<file path="src/verilog/fifo_pkg.sv">
package fifo_pkg;

  // ##############################
  // sizes
  // ##############################
  localparam int ADDR_WIDTH = 4;
  localparam int DEPTH      = 2 ** ADDR_WIDTH;  // 16 words
  localparam int DATA_WIDTH = 8;

  // ##############################
  // types
  // ##############################

  // one extra bit separates full from empty
  typedef logic [ADDR_WIDTH:0] ptr_t;

  // one stored beat
  typedef struct packed {
    logic [DATA_WIDTH-1:0] data;
    logic                  last;
    logic                  user;
  } fifo_word_t;

  typedef enum logic {
    WR_PASS,  // writing or waiting for space
    WR_DROP   // swallowing the rest of an overlong frame
  } wr_state_e;

endpackage
</file>
<file path="src/verilog/fifo_mem_if.sv">
`timescale 1ns/1ps

interface fifo_mem_if;

  logic                              wr_en;
  logic [fifo_pkg::ADDR_WIDTH-1:0]   wr_addr;
  fifo_pkg::fifo_word_t              wr_data;

  logic                              rd_en;
  logic [fifo_pkg::ADDR_WIDTH-1:0]   rd_addr;
  fifo_pkg::fifo_word_t              rd_data;  // registered in the RAM

  modport writer (
    output wr_en, wr_addr, wr_data
  );

  modport reader (
    output rd_en, rd_addr,
    input  rd_data
  );

  modport ram (
    input  wr_en, wr_addr, wr_data,
    input  rd_en, rd_addr,
    output rd_data
  );

endinterface

</file>
<file path="src/verilog/axis_frame_fifo.sv">
`timescale 1ns/1ps

module axis_frame_fifo (
  input  logic                            clk,
  input  logic                            rst,

  // slave stream
  input  logic [fifo_pkg::DATA_WIDTH-1:0] s_tdata,
  input  logic                            s_tvalid,
  output logic                            s_tready,
  input  logic                            s_tlast,
  input  logic                            s_tuser,

  // master stream
  output logic [fifo_pkg::DATA_WIDTH-1:0] m_tdata,
  output logic                            m_tvalid,
  input  logic                            m_tready,
  output logic                            m_tlast,
  output logic                            m_tuser,

  // status pulses
  output logic                            status_overflow,
  output logic                            status_bad_frame,
  output logic                            status_good_frame
);

  fifo_pkg::ptr_t commit_ptr;  // end of last good frame
  fifo_pkg::ptr_t rd_ptr;

  fifo_mem_if mem0 ();

  // ##############################
  // write side
  // ##############################
  frame_write_ctrl wr0 (
    .clk               (clk),
    .rst               (rst),
    .s_tdata           (s_tdata),
    .s_tvalid          (s_tvalid),
    .s_tlast           (s_tlast),
    .s_tuser           (s_tuser),
    .s_tready          (s_tready),
    .rd_ptr            (rd_ptr),
    .commit_ptr        (commit_ptr),
    .mem               (mem0.writer),
    .status_overflow   (status_overflow),
    .status_bad_frame  (status_bad_frame),
    .status_good_frame (status_good_frame)
  );

  fifo_ram ram0 (
    .clk (clk),
    .mem (mem0.ram)
  );

  // ##############################
  // read side
  // ##############################
  read_pipeline rd0 (
    .clk        (clk),
    .rst        (rst),
    .commit_ptr (commit_ptr),
    .rd_ptr     (rd_ptr),
    .mem        (mem0.reader),
    .m_tdata    (m_tdata),
    .m_tvalid   (m_tvalid),
    .m_tlast    (m_tlast),
    .m_tuser    (m_tuser),
    .m_tready   (m_tready)
  );

endmodule

</file>
<file path="src/verilog/read_pipeline.sv">
`timescale 1ns/1ps

module read_pipeline (
  input  logic                            clk,
  input  logic                            rst,
  input  fifo_pkg::ptr_t                  commit_ptr,
  output fifo_pkg::ptr_t                  rd_ptr,
  fifo_mem_if.reader                      mem,
  output logic [fifo_pkg::DATA_WIDTH-1:0] m_tdata,
  output logic                            m_tvalid,
  output logic                            m_tlast,
  output logic                            m_tuser,
  input  logic                            m_tready
);

  logic                 rd_valid;      // mem.rd_data holds a word
  logic                 store_output;  // output register can take a word
  logic                 read;
  fifo_pkg::fifo_word_t out_word;

  assign store_output = m_tready || !m_tvalid;
  assign read         = (rd_ptr != commit_ptr) && (store_output || !rd_valid);

  assign mem.rd_en   = read;
  assign mem.rd_addr = rd_ptr[fifo_pkg::ADDR_WIDTH-1:0];

  // ##############################
  // RAM read stage
  // ##############################
  always_ff @(posedge clk) begin
    if (rst) begin
      rd_ptr   <= '0;
      rd_valid <= 1'b0;
    end else begin
      if (read) begin
        rd_ptr <= rd_ptr + 1'b1;
      end
      if (store_output || !rd_valid) begin
        rd_valid <= read;  // stage refills or empties
      end
    end
  end

  // ##############################
  // output register
  // ##############################
  always_ff @(posedge clk) begin
    if (rst) begin
      m_tvalid <= 1'b0;
    end else if (store_output) begin
      m_tvalid <= rd_valid;
    end
  end

  always_ff @(posedge clk) begin
    if (store_output) begin
      out_word <= mem.rd_data;
    end
  end

  assign m_tdata = out_word.data;
  assign m_tlast = out_word.last;
  assign m_tuser = out_word.user;

endmodule

</file>
<file path="src/verilog/fifo_ram.sv">
`timescale 1ns/1ps

module fifo_ram (
  input logic     clk,
  fifo_mem_if.ram mem
);

  fifo_pkg::fifo_word_t ram [fifo_pkg::DEPTH];

  // ##############################
  // write port
  // ##############################
  always_ff @(posedge clk) begin
    if (mem.wr_en) begin
      ram[mem.wr_addr] <= mem.wr_data;
    end
  end

  // ##############################
  // read port
  // ##############################

  // output register holds its word while rd_en is low
  always_ff @(posedge clk) begin
    if (mem.rd_en) begin
      mem.rd_data <= ram[mem.rd_addr];
    end
  end

endmodule

</file>
<file path="src/verilog/frame_write_ctrl.sv">
`timescale 1ns/1ps

module frame_write_ctrl (
  input  logic                            clk,
  input  logic                            rst,
  input  logic [fifo_pkg::DATA_WIDTH-1:0] s_tdata,
  input  logic                            s_tvalid,
  input  logic                            s_tlast,
  input  logic                            s_tuser,
  output logic                            s_tready,
  input  fifo_pkg::ptr_t                  rd_ptr,
  output fifo_pkg::ptr_t                  commit_ptr,
  fifo_mem_if.writer                      mem,
  output logic                            status_overflow,
  output logic                            status_bad_frame,
  output logic                            status_good_frame
);

  fifo_pkg::ptr_t      wr_ptr;       // working pointer, ahead of commit_ptr
  fifo_pkg::ptr_t      wr_ptr_next;
  fifo_pkg::ptr_t      commit_next;
  fifo_pkg::wr_state_e state;
  fifo_pkg::wr_state_e state_next;
  logic                full_cur;
  logic                full_wr;
  logic                overflow_next;
  logic                bad_next;
  logic                good_next;

  // working pointer has caught up with the reader
  assign full_cur = (wr_ptr[fifo_pkg::ADDR_WIDTH] != rd_ptr[fifo_pkg::ADDR_WIDTH]) &&
                    (wr_ptr[fifo_pkg::ADDR_WIDTH-1:0] == rd_ptr[fifo_pkg::ADDR_WIDTH-1:0]);

  // open frame already fills the whole RAM
  assign full_wr = (wr_ptr[fifo_pkg::ADDR_WIDTH] != commit_ptr[fifo_pkg::ADDR_WIDTH]) &&
                   (wr_ptr[fifo_pkg::ADDR_WIDTH-1:0] == commit_ptr[fifo_pkg::ADDR_WIDTH-1:0]);

  assign s_tready = !full_cur || full_wr || (state == fifo_pkg::WR_DROP);

  assign mem.wr_addr = wr_ptr[fifo_pkg::ADDR_WIDTH-1:0];
  assign mem.wr_data = '{data: s_tdata, last: s_tlast, user: s_tuser};

  // ##############################
  // accept, commit, rollback
  // ##############################
  always_comb begin
    wr_ptr_next   = wr_ptr;
    commit_next   = commit_ptr;
    state_next    = state;
    overflow_next = 1'b0;
    bad_next      = 1'b0;
    good_next     = 1'b0;
    mem.wr_en     = 1'b0;
    if (s_tvalid && s_tready) begin
      if (state == fifo_pkg::WR_DROP || full_wr) begin
        state_next = fifo_pkg::WR_DROP;  // too long, keep consuming
        if (s_tlast) begin
          wr_ptr_next   = commit_ptr;
          state_next    = fifo_pkg::WR_PASS;
          overflow_next = 1'b1;
        end
      end else begin
        mem.wr_en   = 1'b1;
        wr_ptr_next = wr_ptr + 1'b1;
        if (s_tlast) begin
          if (s_tuser) begin
            wr_ptr_next = commit_ptr;  // bad frame, roll back
            bad_next    = 1'b1;
          end else begin
            commit_next = wr_ptr + 1'b1;
            good_next   = 1'b1;
          end
        end
      end
    end
  end

  always_ff @(posedge clk) begin
    if (rst) begin
      wr_ptr            <= '0;
      commit_ptr        <= '0;
      state             <= fifo_pkg::WR_PASS;
      status_overflow   <= 1'b0;
      status_bad_frame  <= 1'b0;
      status_good_frame <= 1'b0;
    end else begin
      wr_ptr            <= wr_ptr_next;
      commit_ptr        <= commit_next;
      state             <= state_next;
      status_overflow   <= overflow_next;
      status_bad_frame  <= bad_next;
      status_good_frame <= good_next;
    end
  end

endmodule

</file>
<file path="config.mk">
export PLATFORM = sky130hd
export DESIGN_NAME = axis_frame_fifo
export DESIGN_NICKNAME = d
export VERILOG_FILES = /design/src/verilog/fifo_pkg.sv /design/src/verilog/fifo_mem_if.sv /design/src/verilog/axis_frame_fifo.sv /design/src/verilog/read_pipeline.sv /design/src/verilog/fifo_ram.sv /design/src/verilog/frame_write_ctrl.sv
export SDC_FILE = /design/constraint.sdc
export NUM_CORES = 1
export LEC_CHECK = 0
export BUFFER_PORTS_ARGS = -buffer_cell sky130_fd_sc_hd__buf_4
export CAP_MARGIN = 40
export CORE_ASPECT_RATIO = 0.8
export CORE_MARGIN = 5
export CORE_UTILIZATION = 40
export CTS_CLUSTER_DIAMETER = 30
export CTS_CLUSTER_SIZE = 40
export DETAILED_ROUTE_END_ITERATION = 10
export PLACE_DENSITY = 0.55
export SLEW_MARGIN = 10
export SYNTH_ARGS = -nofsm -noshare
export SYNTH_HDL_FRONTEND = slang
export SYNTH_HIERARCHICAL = 1
export SYNTH_SLANG_ARGS = --single-unit
</file>
<file path="constraint.sdc">
create_clock -name clk -period 6.3 [get_ports clk]
set_clock_uncertainty 0.15 [all_clocks]
set_input_delay 0.63 -clock clk [delete_from_list [all_inputs] [get_ports clk]]
set_output_delay 0.63 -clock clk [all_outputs]
set_load 0.03 [all_outputs]
</file>
After elaboration in Yosys (flattened, before gate mapping):

Memory sizes are Yosys's and may differ from the RTL's. A register that Yosys moved wholly into a read port is not among the register bits.
Index checks and enable logic that the tools add are counted.

* word-level logic and storage cells: 53
* memory bits (writable): 160
* output and inout bits: 15
* memories kept: 1
* input bits: 14
* flip-flop bits (word level): 31

* bitwise gates (word level): 3
* equal/unequal tests: 6
* add/subtract/negate cells: 2
* reductions and logical operators: 17
* multiplexer cells: 12

Memories
* ram0.ram: words 16, width 10, rd ports 1, clocked after Yosys merged registers in 1, wr ports 1, line fifo_ram.sv:8 `fifo_pkg::fifo_word_t ram [fifo_pkg::DEPTH];`

Operator list (count)
* $mux W5: 4
* $add A5 B1 Y5 const B: 2
* $eq A4 B4 Y1: 2
* $mux W1: 8
* $logic_or A1 B1 Y1: 5
* $ne A5 B5 Y1: 1
* $logic_and A1 B1 Y1: 4
* $reduce_and A2 Y1: 2
* $reduce_or A4 Y1: 1
* $logic_not A1 Y1: 3
* $not A1 Y1: 3
* $reduce_and A3 Y1: 1
* $reduce_or A3 Y1: 1
* $ne A1 B1 Y1: 2
* $ne A2 B2 Y1 const B: 1

Logic depth before layout (Yosys ltp):

* depth after elaboration: 9
* mapped depth: 7
* depth with buffers taken out: 6

Hierarchy:

The synthesis kept the hierarchy.

By module, submodules not included
* fifo_ram: cells an instance 279, instances 1, area each 6453.7 µm², sequential area each 5104.9 µm²
* frame_write_ctrl: cells an instance 103, instances 1, area each 884.6 µm², sequential area each 280.3 µm²
* read_pipeline: cells an instance 53, instances 1, area each 689.4 µm², sequential area each 440.4 µm²

Least setup slack after synthesis:

No wires, ideal clock.

* path kind: register to register
* start: register wr0.wr_ptr[3]
* end: memory ram0/ram[0][0] (netlist name) (enable)
* path buffers: 1
* required time: 5.760 ns
* setup slack: 3.459 ns
* cell stages (with the launch flop): 8
* library setup time: 0.390 ns
* arrival time: 2.301 ns
* period minus slack after synthesis: 2.841 ns
* cells stage by stage: dfxtp_1 > clkbuf_2 > xnor2_1 > and3_4 > a21oi_4 > and3_2 > or3b_1 > nor3_1

* longest elaborated chain between the ends: 9
* elaborated cells between the ends (all ways): 13
* those cells by class: eq/ne: 2; mux: 4; reduce/logical: 7

Ends and longest elaborated chain
* start, declared: line frame_write_ctrl.sv:19 `fifo_pkg::ptr_t wr_ptr;`
* start signal, assigned: line frame_write_ctrl.sv:87 `wr_ptr <= wr_ptr_next;`
* $eq A4 B4 Y1: line frame_write_ctrl.sv:32 `(wr_ptr[fifo_pkg::ADDR_WIDTH-1:0] == rd_ptr[fifo_pkg::ADDR_WIDTH-1:0]);`
* $logic_and A1 B1 Y1: line frame_write_ctrl.sv:31 `assign full_cur = (wr_ptr[fifo_pkg::ADDR_WIDTH] != rd_ptr[fifo_pkg::ADDR_WIDTH]) &&`
* $logic_not A1 Y1: line frame_write_ctrl.sv:38 `assign s_tready = !full_cur || full_wr || (state == fifo_pkg::WR_DROP);`
* $logic_or A1 B1 Y1 (2 in series): line frame_write_ctrl.sv:38
* $logic_and A1 B1 Y1: line frame_write_ctrl.sv:54 `if (s_tvalid && s_tready) begin`
* $mux W1 (*): line frame_write_ctrl.sv:54
* named net mem0.wr_en: line fifo_mem_if.sv:5 `logic wr_en;`
* $mux W1 (*): line fifo_ram.sv:14 `if (mem.wr_en) begin`
* $mux W1 (implied by the code) (*): line fifo_ram.sv:15 `ram[mem.wr_addr] <= mem.wr_data;`
* end, declared: line fifo_ram.sv:8

Mark *: on every way through the listed nets, which the timed path passes. The rest lies on a longest branch.

Worst setup path in the final report:

* start: register wr0.wr_ptr[1]
* end: memory ram0/ram[3][7] (netlist name) (enable)

The elaborated chain is that of the path after synthesis.

==> reports/qor.txt <==
Setup TNS = 0 ns
Outcome = finished, final reports clean
Commonest cells post-synth = 180 x edfxtp_1, 28 x mux4_2, 27 x nor2_1, 21 x dfxtp_1
Switching power = 0.00106 W
H-Tree Depth = 2
Clock latency on the worst-skew pair = 0.50 ns
Arrival time at the worst endpoint = 3.05 ns
Share of async-settable or async-resettable flops after synthesis = 0%
Hold Startpoint = s_tvalid
Drt first pass iters = 4
Post-DP HPWL = 10200 um
FP Rows = 46
Max Fclk = 324 MHz
RSZ-0062 raised after global routing = false
Largest net degree at the start of global routing = 46
Antenna violations before repair = 0
Final-report setup violation count = 0
CTS Hold Bufs = 0
Global-route wire length before repair = 24900 um
DRC errors left = 0
Synthesized area = 8030 um2
Final period utilization = 49.0%
Pwr Density = 431 nW/um2
CTS root buffer = clkbuf_16
I/O pin count = 29
Slew @ Worst Pin = 0.924 ns
Crit Path Class = flop to flop
Antenna-violating nets left = 0
Combinational share of power = 15.6%
Maximum VDD drop = 0.253 mV
Unique masters post-synth = 45
Synth Register Bits = 201
Core ar. = 19800 um2
CTS tree = done
Fin. max-slew vios = 0
Total grt overflow = 0
Number of flops mapped to enable cells by yosys = 180
Synthesized Nets = 451
Synthesized area per cell = 18.5 um2
Final non-filler cell total = 776
Type of origin of the critical path = flop
Ys Warns = 6
Clock Sinks = 201
Maximum clock path buffer count = 3
Period minus WS final = 3.09 ns
Synth top area share = 67.3%
Post-Syn Instances = 435
Fin. Hold Viols = 0
Post-synth top area cell = edfxtp_1
Overall Power = 0.00418 W
Int Power = 0.00312 W
Crit Path Max Fanout = 12
Total CTS buffers = 36
Vias per cell = 5.18
Nets = 500
Clock power share = 45.5%
Buffers on Ports = 28
Die area = 23000 um2
Max-cap violations = 0
Setup bufs post-CTS = 0
Die Span Y = 137 um
Fraction of layout cells with a size suffix above 1 = 27.8%
Vias in the first global route = 4134
Post-synth top flop = edfxtp_1
Critical path launch point = wr0/wr_ptr[1]$_SDFFE_PP0P_
Iter 0 DRT Violations = 299
Drt wl/cell = 21.0 um
Starting Density = 40.5%
Largest cells by area after synthesis = edfxtp_1 67%, mux4_2 7.9%, dfxtp_1 5.2%, mux4_1 3.9%, a22oi_1 1.9%
Leakage = 3.30 nW
Width of the die = 168 um
Seq pwr share = 38.9%
Sw Share = 25.4%
Routed via count = 4022
Post-CTS sizing = 0
Worst EP required = 6.26 ns
Post-synthesis sequential area ratio = 72.6%
CP endpoint kind = flop
Normalized max-slew margin = 38.2%
Area Growth Syn to Fin = 20.8%
GPL Wtd Cong = 0.811
Placed Cells incl. Taps = 707
Drt total wl = 16300 um
Reg2reg start = wr0/wr_ptr[1]$_SDFFE_PP0P_
GR Util All Layers = 14.6%
Worst-path clk slew = 0.05 ns
Hold WC Path Type = primary input to flop
Cell with the most instances after synthesis = edfxtp_1
state kept, by name, indices dropped and copies added (netlist names):
name	cells
ram0/mem.rd_data	10
ram0/ram	160
rd0/m_tdata	8
rd0/m_tlast	1
rd0/m_tuser	1
rd0/m_tvalid	1
rd0/rd_ptr	5
rd0/rd_valid	1
wr0/commit_ptr	5
wr0/state	1
wr0/status_bad_frame	1
wr0/status_good_frame	1
wr0/status_overflow	1
wr0/wr_ptr	5
metrics by stage:
stage	instance area, um2	hold WS, ns	utilization [%]	worst slack [ns]
3_5_place_dp	8440	0.256	42.6	3.06
5_1_grt	9690	0.222	49.0	2.96
4_1_cts	9650	0.202	48.7	3.03
6_report	9700	0.224	49.0	3.21
3_3_place_gp	8380	0.253	42.3	3.04
2_1_floorplan	8030	0.250	-	3.46
worst paths after layout:
check | end | slack [ns] | depth (start not counted)
max reg2reg | ram0/ram[3][7]$_DFFE_PP_ | 3.21 | 6
max | ram0/ram[3][7]$_DFFE_PP_ | 3.21 | 6
min reg2reg | rd0/m_tdata[0]$_DFFE_PP_ | 0.27 | 0
min | wr0/state$_SDFFE_PP0P_ | 0.22 | 2
critical path, stage by stage, from the launching register on:
cell	delay, ns
dfxtp_1	0.59
xnor2_1	0.15
and3_4	0.22
a21oi_4	0.24
and3_2	0.26
or3b_1	0.41
nor2_1	0.68
power by group through the flow:
stage | Combinational, W | Sequential [W] | Clock [W]
2_1_floorplan | 0.000401 | 0.00172 | 0
3_3_place_gp | 0.000642 | 0.00165 | 0
3_5_place_dp | 0.000647 | 0.00165 | 0
4_1_cts | 0.000648 | 0.00163 | 0.00194
5_1_grt | 0.000700 | 0.00164 | 0.00202
6_report | 0.000653 | 0.00163 | 0.00190
final cells by class:
cell class	instances	area, um2
Clock inverter	29	313
Sequential cell	201	5830
Tap cell	264	330
Inverter	2	7.51
Fill cell	1652	10100
Clock buffer	36	901
Antenna cell	1	2.50
Timing Repair Buffer	44	350
Multi-Input combinational cell	199	1960
routing by layer:
metal,part of all wire (%),GRT usage [%],vias up
met5,0,0,-
met4,1.6,4.46,0
met3,8.3,3.93,24
met2,47,22.8,127
met1,43,20.3,2027
li1,-,-,1844
cells by family (layout without fill, tap and decap cells):
logic type,Yosys count,in the layout,share of synthesized area (%)
other,0,1,0
XOR/XNOR,20,20,2.18
buffers and inverters,35,111,2.98
multiplexers,46,46,12.5
AND/OR/NAND/NOR,87,87,5.44
adder cells (fa/ha/maj),2,2,0.312
AO/OA/AOI/OAI,44,44,3.99
flip-flops,201,201,72.6
layout by cell type (no fill, tap or decap), types with 3 or more instances in the layout:
cell,instances
inv_6,6
a22oi_1,20
nand2_1,20
a21oi_1,9
nor3_1,6
clkinv_1,8
xnor2_1,10
clkinv_2,3
nor2b_1,3
bufinv_16,5
mux2i_1,6
nand3_1,7
or3_1,3
nor2_1,27
dfxtp_1,19
nand2b_1,6
buf_4,43
clkinvlp_4,3
mux4_2,28
o211ai_1,4
edfxtp_1,180
clkbuf_16,36
clkinv_4,3
xor2_1,10
mux4_1,12
Note: power is estimated with default switching activity, not from simulation.
